==> config.mk <==
export PLATFORM = sky130hd
export DESIGN_NAME = buffer_ctrl
export DESIGN_NICKNAME = d
export VERILOG_FILES = /design/src/mem_pkg.sv /design/src/frame_pkg.sv /design/src/buffer_ctrl.sv
export SDC_FILE = /design/constraint.sdc
export NUM_CORES = 1
export LEC_CHECK = 0
export ABC_AREA = 1
export BUFFER_PORTS_ARGS = -buffer_cell sky130_fd_sc_hd__buf_2
export CAP_MARGIN = 20
export CORE_AREA = 5 5 140 142
export CTS_CLUSTER_SIZE = 40
export DETAILED_ROUTE_END_ITERATION = 6
export DIE_AREA = 0 0 145 147
export GPL_TIMING_DRIVEN = 0
export SETUP_SLACK_MARGIN = 0.2
export SLEW_MARGIN = 20
export SYNTH_ARGS = -nofsm -noshare
export SYNTH_HDL_FRONTEND = slang
export SYNTH_SLANG_ARGS = --single-unit
==> constraint.sdc <==
create_clock -name clk_ui -period 1.7 [get_ports clk_ui]
set_clock_uncertainty 0.15 [all_clocks]
set_input_delay 0.255 -clock clk_ui [delete_from_list [all_inputs] [get_ports clk_ui]]
set_output_delay 0.255 -clock clk_ui [all_outputs]
set_load 0.005 [all_outputs]
==> src/mem_pkg.sv <==
`default_nettype none

package mem_pkg;

  localparam int data_w     = 128; // one beat
  localparam int strb_w     = 16;  // one strobe bit per byte
  localparam int mem_addr_w = 8;   // words kept per frame slot
  localparam int fifo_depth = 8;   // every stream FIFO

  // occupancy width for a fifo_depth FIFO, 0..fifo_depth
  localparam int cnt_w = $clog2(fifo_depth + 1);

  // write beat, data over strobe as the writer packs it
  typedef struct packed {
    logic [data_w-1:0] data;
    logic [strb_w-1:0] strb;
  } wr_beat_t;

  // read beat back to the consumer
  typedef struct packed {
    logic [data_w-1:0] data;
    logic              last; // echoed from the request
  } rd_beat_t;

endpackage

`default_nettype wire

==> src/frame_pkg.sv <==
`default_nettype none

package frame_pkg;

  localparam int addr_w = 22; // external word address

  typedef logic slot_t; // ping-pong frame slot

  // write address, slot taken from frame_in at acceptance
  typedef struct packed {
    slot_t             slot;
    logic [addr_w-1:0] addr;
  } wr_addr_t;

  // read request, slot is chosen inside the controller
  typedef struct packed {
    logic [addr_w-1:0] addr;
    logic              last; // tag returned with the beat
  } rd_req_t;

  // word address as seen by the memory
  typedef struct packed {
    slot_t                           slot;
    logic [mem_pkg::mem_addr_w-1:0] word; // truncated word address
  } mem_word_t;

endpackage

`default_nettype wire

==> src/buffer_ctrl.sv <==
`timescale 1ns/1ps
`default_nettype none

module buffer_ctrl (
  input  wire                          clk_ui,
  input  wire                          rst_n,
  input  wire                          frame_in,
  input  wire frame_pkg::wr_addr_t     wa_data,
  input  wire                          wa_valid,
  output logic                         wa_ready,
  input  wire mem_pkg::wr_beat_t       wd_data,
  input  wire                          wd_valid,
  output logic                         wd_ready,
  input  wire frame_pkg::rd_req_t      rd_req,
  input  wire                          ar_valid,
  output logic                         ar_ready,
  input  wire [mem_pkg::cnt_w-1:0]     rfifo_count,
  output logic                         mem_we,
  output frame_pkg::mem_word_t         mem_waddr,
  output mem_pkg::wr_beat_t            mem_wbeat,
  output logic                         mem_re,
  output frame_pkg::mem_word_t         mem_raddr,
  output logic                         mem_rlast
);

  frame_pkg::slot_t            frame_q1;    // first sync flop
  frame_pkg::slot_t            frame_sync;  // second sync flop, safe to use
  logic                        run_q;       // reads allowed from cycle after reset
  logic                        prefer_rd;   // round-robin bit, 1 = read wins a tie
  logic                        inflight_q;  // read issued last cycle, beat on its way
  logic [mem_pkg::cnt_w:0]     credit_used; // in flight + parked in read FIFO
  logic                        credit_ok;
  logic                        wr_pend;
  logic                        rd_pend;
  logic                        wr_go;
  logic                        rd_go;

  // reads owed to the read FIFO
  assign credit_used = {{mem_pkg::cnt_w{1'b0}}, inflight_q} + {1'b0, rfifo_count};
  assign credit_ok   = credit_used < (mem_pkg::cnt_w + 1)'(mem_pkg::fifo_depth);

  assign wr_pend = wa_valid && wd_valid;           // both heads present
  assign rd_pend = run_q && ar_valid && credit_ok; // room guaranteed for the beat

  // tie goes to whoever did not win last time
  assign wr_go = wr_pend && !(rd_pend && prefer_rd);
  assign rd_go = rd_pend && !(wr_pend && !prefer_rd);

  // address and data pop together
  assign wa_ready = wr_go;
  assign wd_ready = wr_go;
  assign ar_ready = rd_go;

  // write side, slot came in with the address
  assign mem_we         = wr_go;
  assign mem_waddr.slot = wa_data.slot;
  assign mem_waddr.word = wa_data.addr[mem_pkg::mem_addr_w-1:0]; // high bits dropped
  assign mem_wbeat      = wd_data;

  // read side always looks at the frame not being written
  assign mem_re         = rd_go;
  assign mem_raddr.slot = ~frame_sync;
  assign mem_raddr.word = rd_req.addr[mem_pkg::mem_addr_w-1:0];
  assign mem_rlast      = rd_req.last;

  always_ff @(posedge clk_ui) begin
    if (!rst_n) begin
      frame_q1   <= 1'b0;
      frame_sync <= 1'b0;
      run_q      <= 1'b0;
      prefer_rd  <= 1'b0;
      inflight_q <= 1'b0;
    end else begin
      frame_q1   <= frame_in;
      frame_sync <= frame_q1;
      run_q      <= 1'b1;
      inflight_q <= rd_go; // memory answers one cycle later
      if (wr_pend && rd_pend) begin
        prefer_rd <= ~prefer_rd; // flip only on contention
      end
    end
  end

  // memory port is single, one access per cycle
  a_one_access: assert property (
    @(posedge clk_ui) disable iff (!rst_n)
    !(mem_we && mem_re)
  );

  // reads outstanding never exceed read FIFO space
  a_credit_bound: assert property (
    @(posedge clk_ui) disable iff (!rst_n)
    credit_used <= (mem_pkg::cnt_w + 1)'(mem_pkg::fifo_depth)
  );

endmodule

`default_nettype wire

==> flow_summary.toml <==
[drt]
wl_per_cell_um = 10.9
drc = 0
drtIter0Drc = 17
drtPass1Iterations = 4
vias = 1659
drt-total-wl_um = 6700
avgViaCountPerCell = 2.70
antenna_left = 0

[floorplan]
die_w_um = 145
start_util_pct = 8.00
die_y_um = 147
ios = 368
dieArea_um2 = 21300
row_count = 50
coreArea_um2 = 18300

[worst_setup_path]
crit_path_start_kind = "register"
slowest_delay_ps = 310
cp-end-kind = "output pin"
cp_num_buf_inv = 3
criticalPathCategory = "register to output pin"
path_max_fanout = 3
cp_data_arrival_time_ps = 1170
crit_slowest_cell = "dfxtp_2"
crit_family = "simple AND/OR/NAND/NOR gates"
worstPathRequired_ps = 1290
cp_cell_sequence = "nand2_2 > nor2_4 > nand3_2 > nand2_2 > inv_2 > buf_6 > buf_6"

[global_routing]
grt.total_usage_pct = 5.63
grt_overflow_total = 0
grt_pass1_wl_um = 9410
grt_antenna_before_repair = 1
grt_max_degree = 6
grt_pass1_vias = 1719

[timing]
setup_viol = 0
fin_crit_ps = 1570
setup-tns-final_ps = 0
worstMarginPinSlew_ps = 143
timing.final.ws_setup_ps = 125
period_share_pct = 92.6
slew_headroom_pct = 90.5
finalHoldViolations = 0
rsz0062_at_grt = "yes"
hold_slack_ps = 81.9
slew_viol_final = 0
max_freq_ghz = 0.635

[synthesis]
synth_area_um2 = 1470
ys_ff_latch = 5
ys_top_cells_by_area = "buf_4, dfxtp_1, inv_1, nand2_1, nand3_1"
synth.yosys.seq_area_share_pct = 6.83
yosysMostFrequentCell = "buf_4"
synthTopCellsByCount = "buf_4, inv_1, nand2_1, dfxtp_1, nand3_1"
syn_avg_cell_area_um2 = 7.44
synth_top_area_share_pct = 84.5
syn-num-nets = 397
synth_ff_type = "dfxtp_1"
syn_inst = 197
synth_warnings = 0
synth_edf_count = 0
synth_cell_types = 10
synthArstFlopShare_pct = 0
yosys.area.top_type = "buf_4"

[finish]
area_delta_synth_final_pct = 90.0
insertedDiodeCount = 0
fill_cells = 2086
post-route-util_pct = 15.2
nets = 582
finalInstanceArea_um2 = 2790
finalNonFillerCells = 615
drive_gt1_share_pct = 94.0

[run]
max-cap-violations = 0

[place]
portBuffers = 177
dp_hpwl_um = 6400
gp_congestion = 0.710
dp_cells = 608
placed_cell_area_um2 = 2650
pre_cts_slack_ps = 228

[status]
status = "finished clean"

[cts]
htreeDepth = 1
cts_tree = "built"
cts_root_buffer = "clkbuf_16"
clk_latency_ps = 230
cts_sinks = 5
clockBufferDepth = 2
cts_made_buffers = 3
path_clk_slew_ps = 40

[power]
ir_worst_vdd_mv = 0.288
power_mw = 1.08
leakage_nw = 1.70
cellPowerDensity_nw_per_um2 = 388

[worst_hold_path]
hp-class = "primary input to register"
routing by layer:
layer  track usage [%]  part of all wire (%)
met2              10.8                    56
met5                 0                  0.10
met3              4.32                    18
met4              1.32                  0.81
met1              4.45                    25
registers in the layout (all words and copies together) (netlist names):
name and count:
frame_q1 1, frame_sync 1, inflight_q 1, prefer_rd 1, run_q 1
tightest hold or removal path, delay by kind of cell:
| kind | cells | cell delay (ps) |
|---|---|---|
| simple gates | 1 | 50 |
| buf+inv | 2 | 130 |
power by group:
part / switching (mW) / total (mW) / internal [mW]
Sequential: 0.00175 / 0.125 / 0.123
Combinational: 0.170 / 0.557 / 0.387
Clock: 0.0870 / 0.399 / 0.312
Total: 0.259 / 1.08 / 0.822
final cells by class:
class                   instances  area, um^2  share of cell area (%)
well taps                     234         293                    10.5
inverters                       9        33.8                    1.21
flip-flops and latches          5         103                    3.68
clock buffers                   4        78.8                    2.83
multi-input cells              18         111                    4.00
repair buffers                180         921                    33.0
plain buffers                 165        1250                    44.7
cell usage in the layout (no fill, tap or decap), drive strengths merged:
| cell type | Yosys | routed |
|---|---|---|
| dfxtp | 5 | 5 |
| nand2 | 11 | 11 |
| nand4 | 1 | 1 |
| nor2 | 2 | 2 |
| buf | 165 | 345 |
| inv | 9 | 9 |
| nand3 | 3 | 3 |
| a21boi | 1 | 1 |
| clkbuf | 0 | 4 |
final timing paths:
kind | slack, ps | from | depth (start not counted) | to
worst max-delay path | 130 | run_q | 7 | wa_ready
worst max register to register | 540 | run_q | 8 | prefer_rd
worst min register to register | 260 | frame_q1 | 2 | frame_sync
worst min-delay path | 80 | frame_in | 3 | frame_q1
cell families (layout without fill, tap and decap cells):
| logic type | after synthesis | count (layout) | share of synthesized area [%] |
|---|---|---|---|
| simple gates | 17 | 17 | 5.63 |
| buf+inv | 174 | 358 | 86.8 |
| flops | 5 | 5 | 6.83 |
| compound gates | 1 | 1 | 0.768 |
timing repair:
action	4_1_cts	5_1_grt
setup endpoints to repair	5	5
pin swaps	5	5
cloned	0	0
resized for setup	10	1
hold buffers	0	0
setup buffers	2	1
Power figures use the tool's default switching activity.
