### src/beat_fifo.sv
`timescale 1ns/1ps
`default_nettype none

module beat_fifo #(
  parameter type payload_t = logic,
  parameter int  depth     = 8
) (
  input  wire                          clk_ui,
  input  wire                          rst_n,
  input  wire payload_t                in_data,
  input  wire                          in_valid,
  output logic                         in_ready,
  output payload_t                     out_data,
  output logic                         out_valid,
  input  wire                          out_ready,
  output logic [$clog2(depth+1)-1:0]   count
);

  payload_t                   mem [depth];  // payload storage
  logic [$clog2(depth)-1:0]   wr_ptr;
  logic [$clog2(depth)-1:0]   rd_ptr;
  logic                       active_q;     // high from the cycle after reset
  logic                       push;
  logic                       pop;

  assign in_ready  = active_q && (count != ($clog2(depth+1))'(depth)); // low when full
  assign out_valid = (count != '0);
  assign out_data  = mem[rd_ptr]; // head is always visible

  assign push = in_valid && in_ready;
  assign pop  = out_valid && out_ready;

  always_ff @(posedge clk_ui) begin
    if (push) begin
      mem[wr_ptr] <= in_data;
    end
  end

  always_ff @(posedge clk_ui) begin
    if (!rst_n) begin
      wr_ptr   <= '0;
      rd_ptr   <= '0;
      count    <= '0;
      active_q <= 1'b0;
    end else begin
      active_q <= 1'b1;
      if (push) begin
        // wraps at depth even when not a power of two
        wr_ptr <= (wr_ptr == ($clog2(depth))'(depth - 1)) ? '0 : wr_ptr + 1'b1;
      end
      if (pop) begin
        rd_ptr <= (rd_ptr == ($clog2(depth))'(depth - 1)) ? '0 : rd_ptr + 1'b1;
      end
      case ({push, pop})
        2'b10:   count <= count + 1'b1;
        2'b01:   count <= count - 1'b1;
        default: count <= count; // both or neither
      endcase
    end
  end

  // occupancy stays in range across any push/pop sequence
  a_count_range: assert property (
    @(posedge clk_ui) disable iff (!rst_n)
    count <= ($clog2(depth+1))'(depth)
  );

endmodule

`default_nettype wire

### config.mk
export PLATFORM = sky130hd
export DESIGN_NAME = beat_fifo
export DESIGN_NICKNAME = d
export VERILOG_FILES = /design/src/beat_fifo.sv
export SDC_FILE = /design/constraint.sdc
export NUM_CORES = 1
export LEC_CHECK = 0
export BUFFER_PORTS_ARGS = -buffer_cell sky130_fd_sc_hd__buf_4
export CORE_MARGIN = 2
export CORE_UTILIZATION = 55
export DETAILED_ROUTE_END_ITERATION = 7
export PLACE_DENSITY = 0.76
export SETUP_SLACK_MARGIN = 0.05
export SYNTH_ARGS = -nofsm -noshare
export SYNTH_HDL_FRONTEND = slang
export SYNTH_SLANG_ARGS = --single-unit
### constraint.sdc
create_clock -name clk_ui -period 3.4 [get_ports clk_ui]
set_clock_uncertainty 0.1 [all_clocks]
set_input_delay 0.68 -clock clk_ui [delete_from_list [all_inputs] [get_ports clk_ui]]
set_output_delay 0.68 -clock clk_ui [all_outputs]
set_load 0.005 [all_outputs]
==> results of run 1 <==
synth_stat cells, drive strengths merged:
master / number / area, um^2
a21boi: 4 / 30.0
a21oi: 2 / 10.0
a31oi: 1 / 6.26
and2: 2 / 13.8
buf: 2 / 22.5
dfxtp: 14 / 280
edfxtp: 8 / 240
ha: 7 / 87.6
inv: 1 / 3.75
mux2: 1 / 11.3
mux2i: 2 / 20.0
mux4: 2 / 45.0
nand2: 8 / 32.5
nand2b: 3 / 18.8
nand3: 6 / 50.1
nand3b: 1 / 7.51
nand4b: 1 / 8.76
nor2: 4 / 15.0
nor2b: 4 / 25.0
nor3: 4 / 20.0
nor4: 1 / 6.26
o21ai: 4 / 27.5
o32ai: 1 / 8.76
or3: 3 / 20.0
or4: 1 / 11.3
or4b: 1 / 13.8
xnor2: 1 / 8.76
xor2: 2 / 17.5
critical path, delay by kind of cell (launching register included):
kind            cells  cell delay, ps
xor+xnor            2             330
fa+ha+maj           2             460
compound gates      2             210
simple gates        3            1100
flops               1             390
layer usage:
| layer | track usage | vias up | wire (um) |
|---|---|---|---|
| met5 | 0 | - | 0 |
| met4 | 0.0486 | 0 | 10 |
| met3 | 0.0679 | 3 | 75 |
| met2 | 0.267 | 11 | 718 |
| met1 | 0.216 | 317 | 800 |
| li1 | - | 357 | - |
stage by stage:
stage	instance area, um^2	util
2_1_floorplan	1060	-
3_3_place_gp	1150	0.654
3_5_place_dp	1150	0.654
4_1_cts	1180	0.669
5_1_grt	1180	0.669
6_report	1180	0.669
power by group through the flow:
stage | Combinational (W) | Sequential (W) | Clock, W
6_report | 0.000346 | 0.000367 | 0.000116
3_5_place_dp | 0.000348 | 0.000373 | 0
3_3_place_gp | 0.000342 | 0.000371 | 0
2_1_floorplan | 0.000248 | 0.000364 | 0
4_1_cts | 0.000350 | 0.000367 | 0.000119
5_1_grt | 0.000386 | 0.000378 | 0.000129
final cells by class:
| type | instances | area share |
|---|---|---|
| clock buffer | 3 | 0.0191 |
| clock inverter | 1 | 0.00318 |
| inverter | 1 | 0.00318 |
| multi-input combinational | 66 | 0.437 |
| sequential | 22 | 0.441 |
| tap | 25 | 0.0265 |
| timing repair buffer | 11 | 0.0700 |
kinds of logic (layout without fill, tap and decap cells):
family / Yosys count / in the layout
AO/OA/AOI/OAI: 12 / 12
buffers and inverters: 3 / 16
XOR/XNOR: 3 / 3
AND/OR/NAND/NOR: 39 / 39
adder cells (fa/ha/maj): 7 / 7
flip-flops: 22 / 22
multiplexers: 5 / 5
path summary, 6_finish.rpt:
check                         start                    end  cells past startpoint
min reg2reg  rd_ptr[1]$_SDFFE_PN0N_                   flop                      2
max           count[0]$_SDFFE_PN0P_  count[2]$_SDFFE_PN0P_                      9
min          rd_ptr[1]$_SDFFE_PN0N_                   flop                      2
max reg2reg   count[0]$_SDFFE_PN0P_  count[2]$_SDFFE_PN0P_                      9
==> out/qor.csv, run 1 <==
stage;metric;value;unit
run_status;outcome;finished clean;
worst_setup_path;CP max FO;12;
detailed_routing;antenna viol nets, final;0;
place;placed cell count;125;
detailed_routing;first-pass iteration count of the detailed router;4;
finish;fill cell count;151;
power;Clock Power Share;0.140;
clock_tree;Setup Fix Bufs, Post-CTS;0;
run;Max Cap Viol;0;
finish;Multi-input gate area;515;um^2
sta;sum of negative setup slack;0;ps
detailed_routing;DRC Markers;0;
clock_tree;clock latency on the worst-skew pair;310;ps
finish;Non-Filler Instances;129;
worst_setup_path;Req. time, crit path;3530;ps
sta;Hold Fails Final Rpt;0;
sta;Slew Limit Fails;0;
detailed_routing;First DRT Iteration DRCs;12;
logic_synthesis;Synth Area in XOR/XNOR;0.0247;
logic_synthesis;post-synthesis sequential area ratio;0.490;
clock_tree;Post-CTS Resized;0;
worst_setup_path;CP Launch Type;flop;
worst_setup_path;CP arrival;2800;ps
worst_setup_path;Critical Path End Type;flop;
finish;Final Net Count;117;
clock_tree;TritonCTS buffer count;3;
global_routing;vias in the first global route;621;
global_routing;largest net degree at the start of global routing;16;
die;Row Count;15;
die;die height;47.9;um
worst_setup_path;CP Class;flop to flop;
power;P_sw;0.000277;W
detailed_routing;Via Count;688;
sta;fmax;374;MHz
die;core area;1760;um^2
clock_tree;clock sinks;22;
logic_synthesis;Synth Cell Area;1060;um^2
place;number of port buffers;11;
logic_synthesis;mux contribution to synthesized area;0.0718;
worst_setup_path;max incr delay on CP;560;ps
sta;worst hold slack;402;ps
logic_synthesis;Yosys reg bits;22;
place;Place WS;785;ps
power;Comb power frac;0.418;
finish;n_diodes;0;
logic_synthesis;Net Count, Synth;103;
sta;slack of the critical path;724;ps
logic_synthesis;largest family of logic cells by synthesized area;simple AND/OR/NAND/NOR gates;
clock_tree;CTS tree;built;
clock_tree;CTS Hold Buffers Added;0;
finish;share of cells above drive strength 1;0.269;
power;VDD IR max;0.545;mV
logic_synthesis;Avg Cell Area, Syn;11.7;um^2
detailed_routing;Vias/cell;5.33;
global_routing;GRT overflow;0;
logic_synthesis;Warnings, synthesis;0;
power;Tot Pwr;0.000829;W
logic_synthesis;adder and majority cell fraction of the synthesized area;0.0824;
power;Power Density;702;nW/um^2
finish;commonest non-fill, non-tap cell in the layout;dfxtp_1;
finish;most frequent cells in the layout;dfxtp_1, buf_4, edfxtp_1;
sta;Min Clock Period, post-route;2680;ps
place;RD Place Congestion;0.772;
worst_setup_path;critical-path cell list;or4b_4 -> nand3_2 -> ha_1 -> xor2_1 -> ha_1 -> a21oi_1 -> xor2_1 -> or3_1 -> a21boi_0;
power;Sequential Power Share;0.443;
die;DIE AREA;2300;um^2
power;Pint;0.000551;W
worst_setup_path;reg2reg setup slack;720;ps
place;Post-DP HPWL;1180;um
worst_hold_path;Tightest Hold Check Type;flop to flop;
die;Starting Density;0.602;
worst_setup_path;critical path's slowest cell;or4b_4;
clock_tree;Max Root-Sink Buffers;2;
global_routing;initial antenna violation count;0;
logic_synthesis;compound-cell area share of the yosys netlist;0.0777;
die;I/O Pins;12;
sta;RSZ-0062 raised after global routing;false;
die;Die X-Extent;47.9;um
sta;Tightest Pin Transition;342;ps
global_routing;GRT Total Usage;0.169;
finish;register area;520;um^2
power;sw frac;0.335;
sta;Slew HR;0.772;
clock_tree;H-tree Lvls;1;
logic_synthesis;Distinct cells, synth;34;
detailed_routing;WL/cell;12.4;um
clock_tree;clock root cell;clkbuf_4;
logic_synthesis;Synth Area in Simple Gates;0.229;
sta;final setup vio count;0;
power;Pleak;0.455;nW
logic_synthesis;post-synthesis cell count;91;
detailed_routing;overall routed net length;1600;um
global_routing;first-pass GRT wire length;2630;um
clock_tree;Clock transition at path regs;120;ps
sta;fin crit share;0.787;
finish;Area Growth Syn to Fin;11.1;%
Power figures use the tool's default switching activity.
==> run 2, diff against run 1 <==
- CORE_UTILIZATION: 55 -> 50
- PLACE_DENSITY: 0.76 -> 0.73
- clock period: 3.4 -> 2.4 ns (I/O delays scaled with it)
==> run 2 against run 1 <==
Compared with the run above: die area grew 9.1%; power rose by 83%; maximum frequency increased by 15%; critical path depth rose by 1; combinational power is 110% higher; sequential cell count unchanged; cell area grew 14%; hold slack lost 110 ps; critical endpoint unchanged.
==> out/qor.csv, run 2 (synthesis results as in run 1) <==
stage;metric;value;unit;change
sta;RSZ-0062 raised after global routing;true;;was false
clock_tree;CTS tree;built;;unchanged
detailed_routing;antenna viol nets, final;0;;unchanged
power;Power Density;1130;nW/um^2;was 702 nW/um^2
detailed_routing;overall routed net length;1820;um;was 1600 um
global_routing;first-pass GRT wire length;3210;um;was 2630 um
detailed_routing;First DRT Iteration DRCs;5;;was 12
worst_setup_path;Critical Path End Type;flop;;unchanged
power;Pleak;0.524;nW;was 0.455 nW
worst_setup_path;critical path's slowest cell;or4_4;;was or4b_4
die;Die X-Extent;50.1;um;was 47.9 um
worst_setup_path;reg2reg setup slack;70;ps;was 720 ps
global_routing;gr busiest metal;met2;;unchanged
worst_setup_path;Req. time, crit path;2550;ps;was 3530 ps
die;I/O Pins;12;;unchanged
global_routing;vias in the first global route;757;;was 621
clock_tree;TritonCTS buffer count;3;;unchanged
place;placed cell area;1230;um^2;was 1150 um^2
worst_setup_path;Worst R2R End;count[2]$_SDFFE_PN0P_;;unchanged
global_routing;routing usage on met1;0.200;;was 0.216
sta;sum of negative setup slack;0;ps;unchanged
run;Max Cap Viol;0;;unchanged
die;DIE AREA;2510;um^2;was 2300 um^2
sta;fmax;430;MHz;was 374 MHz
power;Tot Pwr;0.00151;W;was 0.000829 W
global_routing;GRT Total Usage;0.174;;was 0.169
die;core area;1980;um^2;was 1760 um^2
clock_tree;clock latency on the worst-skew pair;310;ps;about the same
sta;Hold Fails Final Rpt;0;;unchanged
place;Post-DP HPWL;1300;um;was 1180 um
clock_tree;clock root cell;clkbuf_4;;unchanged
worst_hold_path;Tightest Hold Check Type;primary input to flop;;was flop to flop
global_routing;initial antenna violation count;0;;unchanged
worst_setup_path;max incr delay on CP;560;ps;about the same
power;VDD IR max;0.763;mV;was 0.545 mV
worst_setup_path;critical path buffer and inverter count;1;;was 0
worst_setup_path;CP most frequent cell;xor2_1;;
run_status;outcome;finished clean;;unchanged
worst_hold_path;Hold Path Origin;rst_n;;was rd_ptr[1]$_SDFFE_PN0N_
worst_setup_path;CP Launch Type;flop;;unchanged
finish;Final Net Count;127;;was 117
worst_setup_path;CP arrival;2470;ps;was 2800 ps
global_routing;largest net degree at the start of global routing;16;;unchanged
worst_setup_path;CP max FO;4;;was 12
sta;final setup vio count;0;;unchanged
worst_setup_path;delay-heaviest family, CP;simple AND/OR/NAND/NOR gates;;unchanged
sta;Slew HR;0.791;;was 0.772
worst_setup_path;Worst R2R Start;count[0]$_SDFFE_PN0P_;;unchanged
sta;Min Clock Period, post-route;2330;ps;was 2680 ps
clock_tree;Clock transition at path regs;120;ps;about the same
detailed_routing;first-pass iteration count of the detailed router;4;;unchanged
finish;fill cell count;151;;unchanged
sta;worst hold slack;287;ps;was 402 ps
detailed_routing;Via Count;748;;was 688
finish;commonest non-fill, non-tap cell in the layout;buf_4;;was dfxtp_1
sta;Slew Limit Fails;0;;unchanged
worst_setup_path;crit path capture;count[2]$_SDFFE_PN0P_;;unchanged
global_routing;GRT overflow;0;;unchanged
detailed_routing;DRC Markers;0;;unchanged
worst_setup_path;origin of the worst setup path;count[0]$_SDFFE_PN0P_;;unchanged
finish;share of cells above drive strength 1;0.421;;was 0.269
finish;post-route cell area;1340;um^2;was 1180 um^2
finish;Area Growth Syn to Fin;26.5;%;was 11.1%
worst_setup_path;critical-path cell list;or4_4 -> nand2_4 -> inv_4 -> ha_4 -> xor2_1 -> ha_2 -> a21oi_2 -> xor2_1 -> or3_1 -> a21boi_1;;was or4b_4 -> nand3_2 -> ha_1 -> xor2_1 -> ha_1 -> a21oi_1 -> xor2_1 -> or3_1 -> a21boi_0
place;RD Place Congestion;0.758;;was 0.772
sta;fin crit share;0.969;;was 0.787
global_routing;routing usage on met2;0.294;;was 0.267
worst_setup_path;worst reg-to-reg path cell count;10;;was 9
finish;n_diodes;0;;unchanged
die;Starting Density;0.536;;was 0.602
worst_setup_path;CP Class;flop to flop;;unchanged
sta;Tightest Pin Transition;310;ps;was 342 ps
finish;most frequent cells in the layout;buf_4, dfxtp_1, edfxtp_1;;was dfxtp_1, buf_4, edfxtp_1
detailed_routing;WL/cell;12.9;um;was 12.4 um
clock_tree;Max Root-Sink Buffers;2;;unchanged
global_routing;met3 usage;0.0758;;was 0.0679
clock_tree;H-tree Lvls;1;;unchanged
detailed_routing;Vias/cell;5.30;;was 5.33
clock_tree;clock sinks;22;;unchanged
die;Row Count;16;;was 15
place;number of port buffers;11;;unchanged
die;die height;50.1;um;was 47.9 um
worst_setup_path;WP depth;10;;was 9
-- run 2: metrics by stage --
step	util	instances	worst slack [ps]
after global routing	0.678	141	-46.8
after CTS	0.670	140	49.3
after floorplan	-	91	44.0
after detailed placement	0.623	131	4.69
after global placement	0.623	131	69.3
final	0.678	141	74.2
-- run 2: timing repair --
action | CTS | global route
gates resized for setup | 1 | 2
pin swaps | 5 | 4
setup endpoints to repair | 2 | 2
hold buffers | 0 | 0
cloned | 0 | 0
buffers inserted | 5 | 1
-- run 2: where the power goes --
| part | internal, W | leakage, nW | total (W) | switching [W] |
|---|---|---|---|---|
| combinational | 0.000414 | 0.308 | 0.000723 | 0.000309 |
| clock | 0.000169 | 0.0279 | 0.000281 | 0.000112 |
| sequential | 0.000453 | 0.188 | 0.000509 | 0.0000555 |
-- run 2: worst reg2reg max path, delay by kind of cell, from the launching register on --
kind	cells	cell delay, ps
fa+ha+maj	2	340
flops	1	350
buf+inv	1	50
compound gates	2	150
xor+xnor	2	300
simple gates	3	970
-- run 2: worst min path at each step --
stage / to / slack (ps) / cells after the start
after floorplan: flop / 360 / 2
after global placement: count[3]$_SDFFE_PN0P_ / 390 / 2
after detailed placement: count[3]$_SDFFE_PN0P_ / 410 / 2
after CTS: active_q$_DFF_P_ / 270 / 1
after global routing: active_q$_DFF_P_ / 260 / 1
final: active_q$_DFF_P_ / 290 / 1
-- run 2: final cells by class --
cell class | count | area [um^2] | area share
multi-input combinational | 66 | 567 | 0.422
sequential | 22 | 527 | 0.392
timing repair buffer | 21 | 158 | 0.117
tap | 27 | 33.8 | 0.0251
clock inverter | 1 | 30.0 | 0.0223
clock buffer | 3 | 22.5 | 0.0168
inverter | 1 | 6.26 | 0.00466
-- run 2: metal layers --
layer,up-vias,wire (um),part of all wire
met5,-,0,0
met4,0,11,0.0061
met3,2,101,0.056
met2,12,915,0.50
met1,354,788,0.43
li1,380,-,-
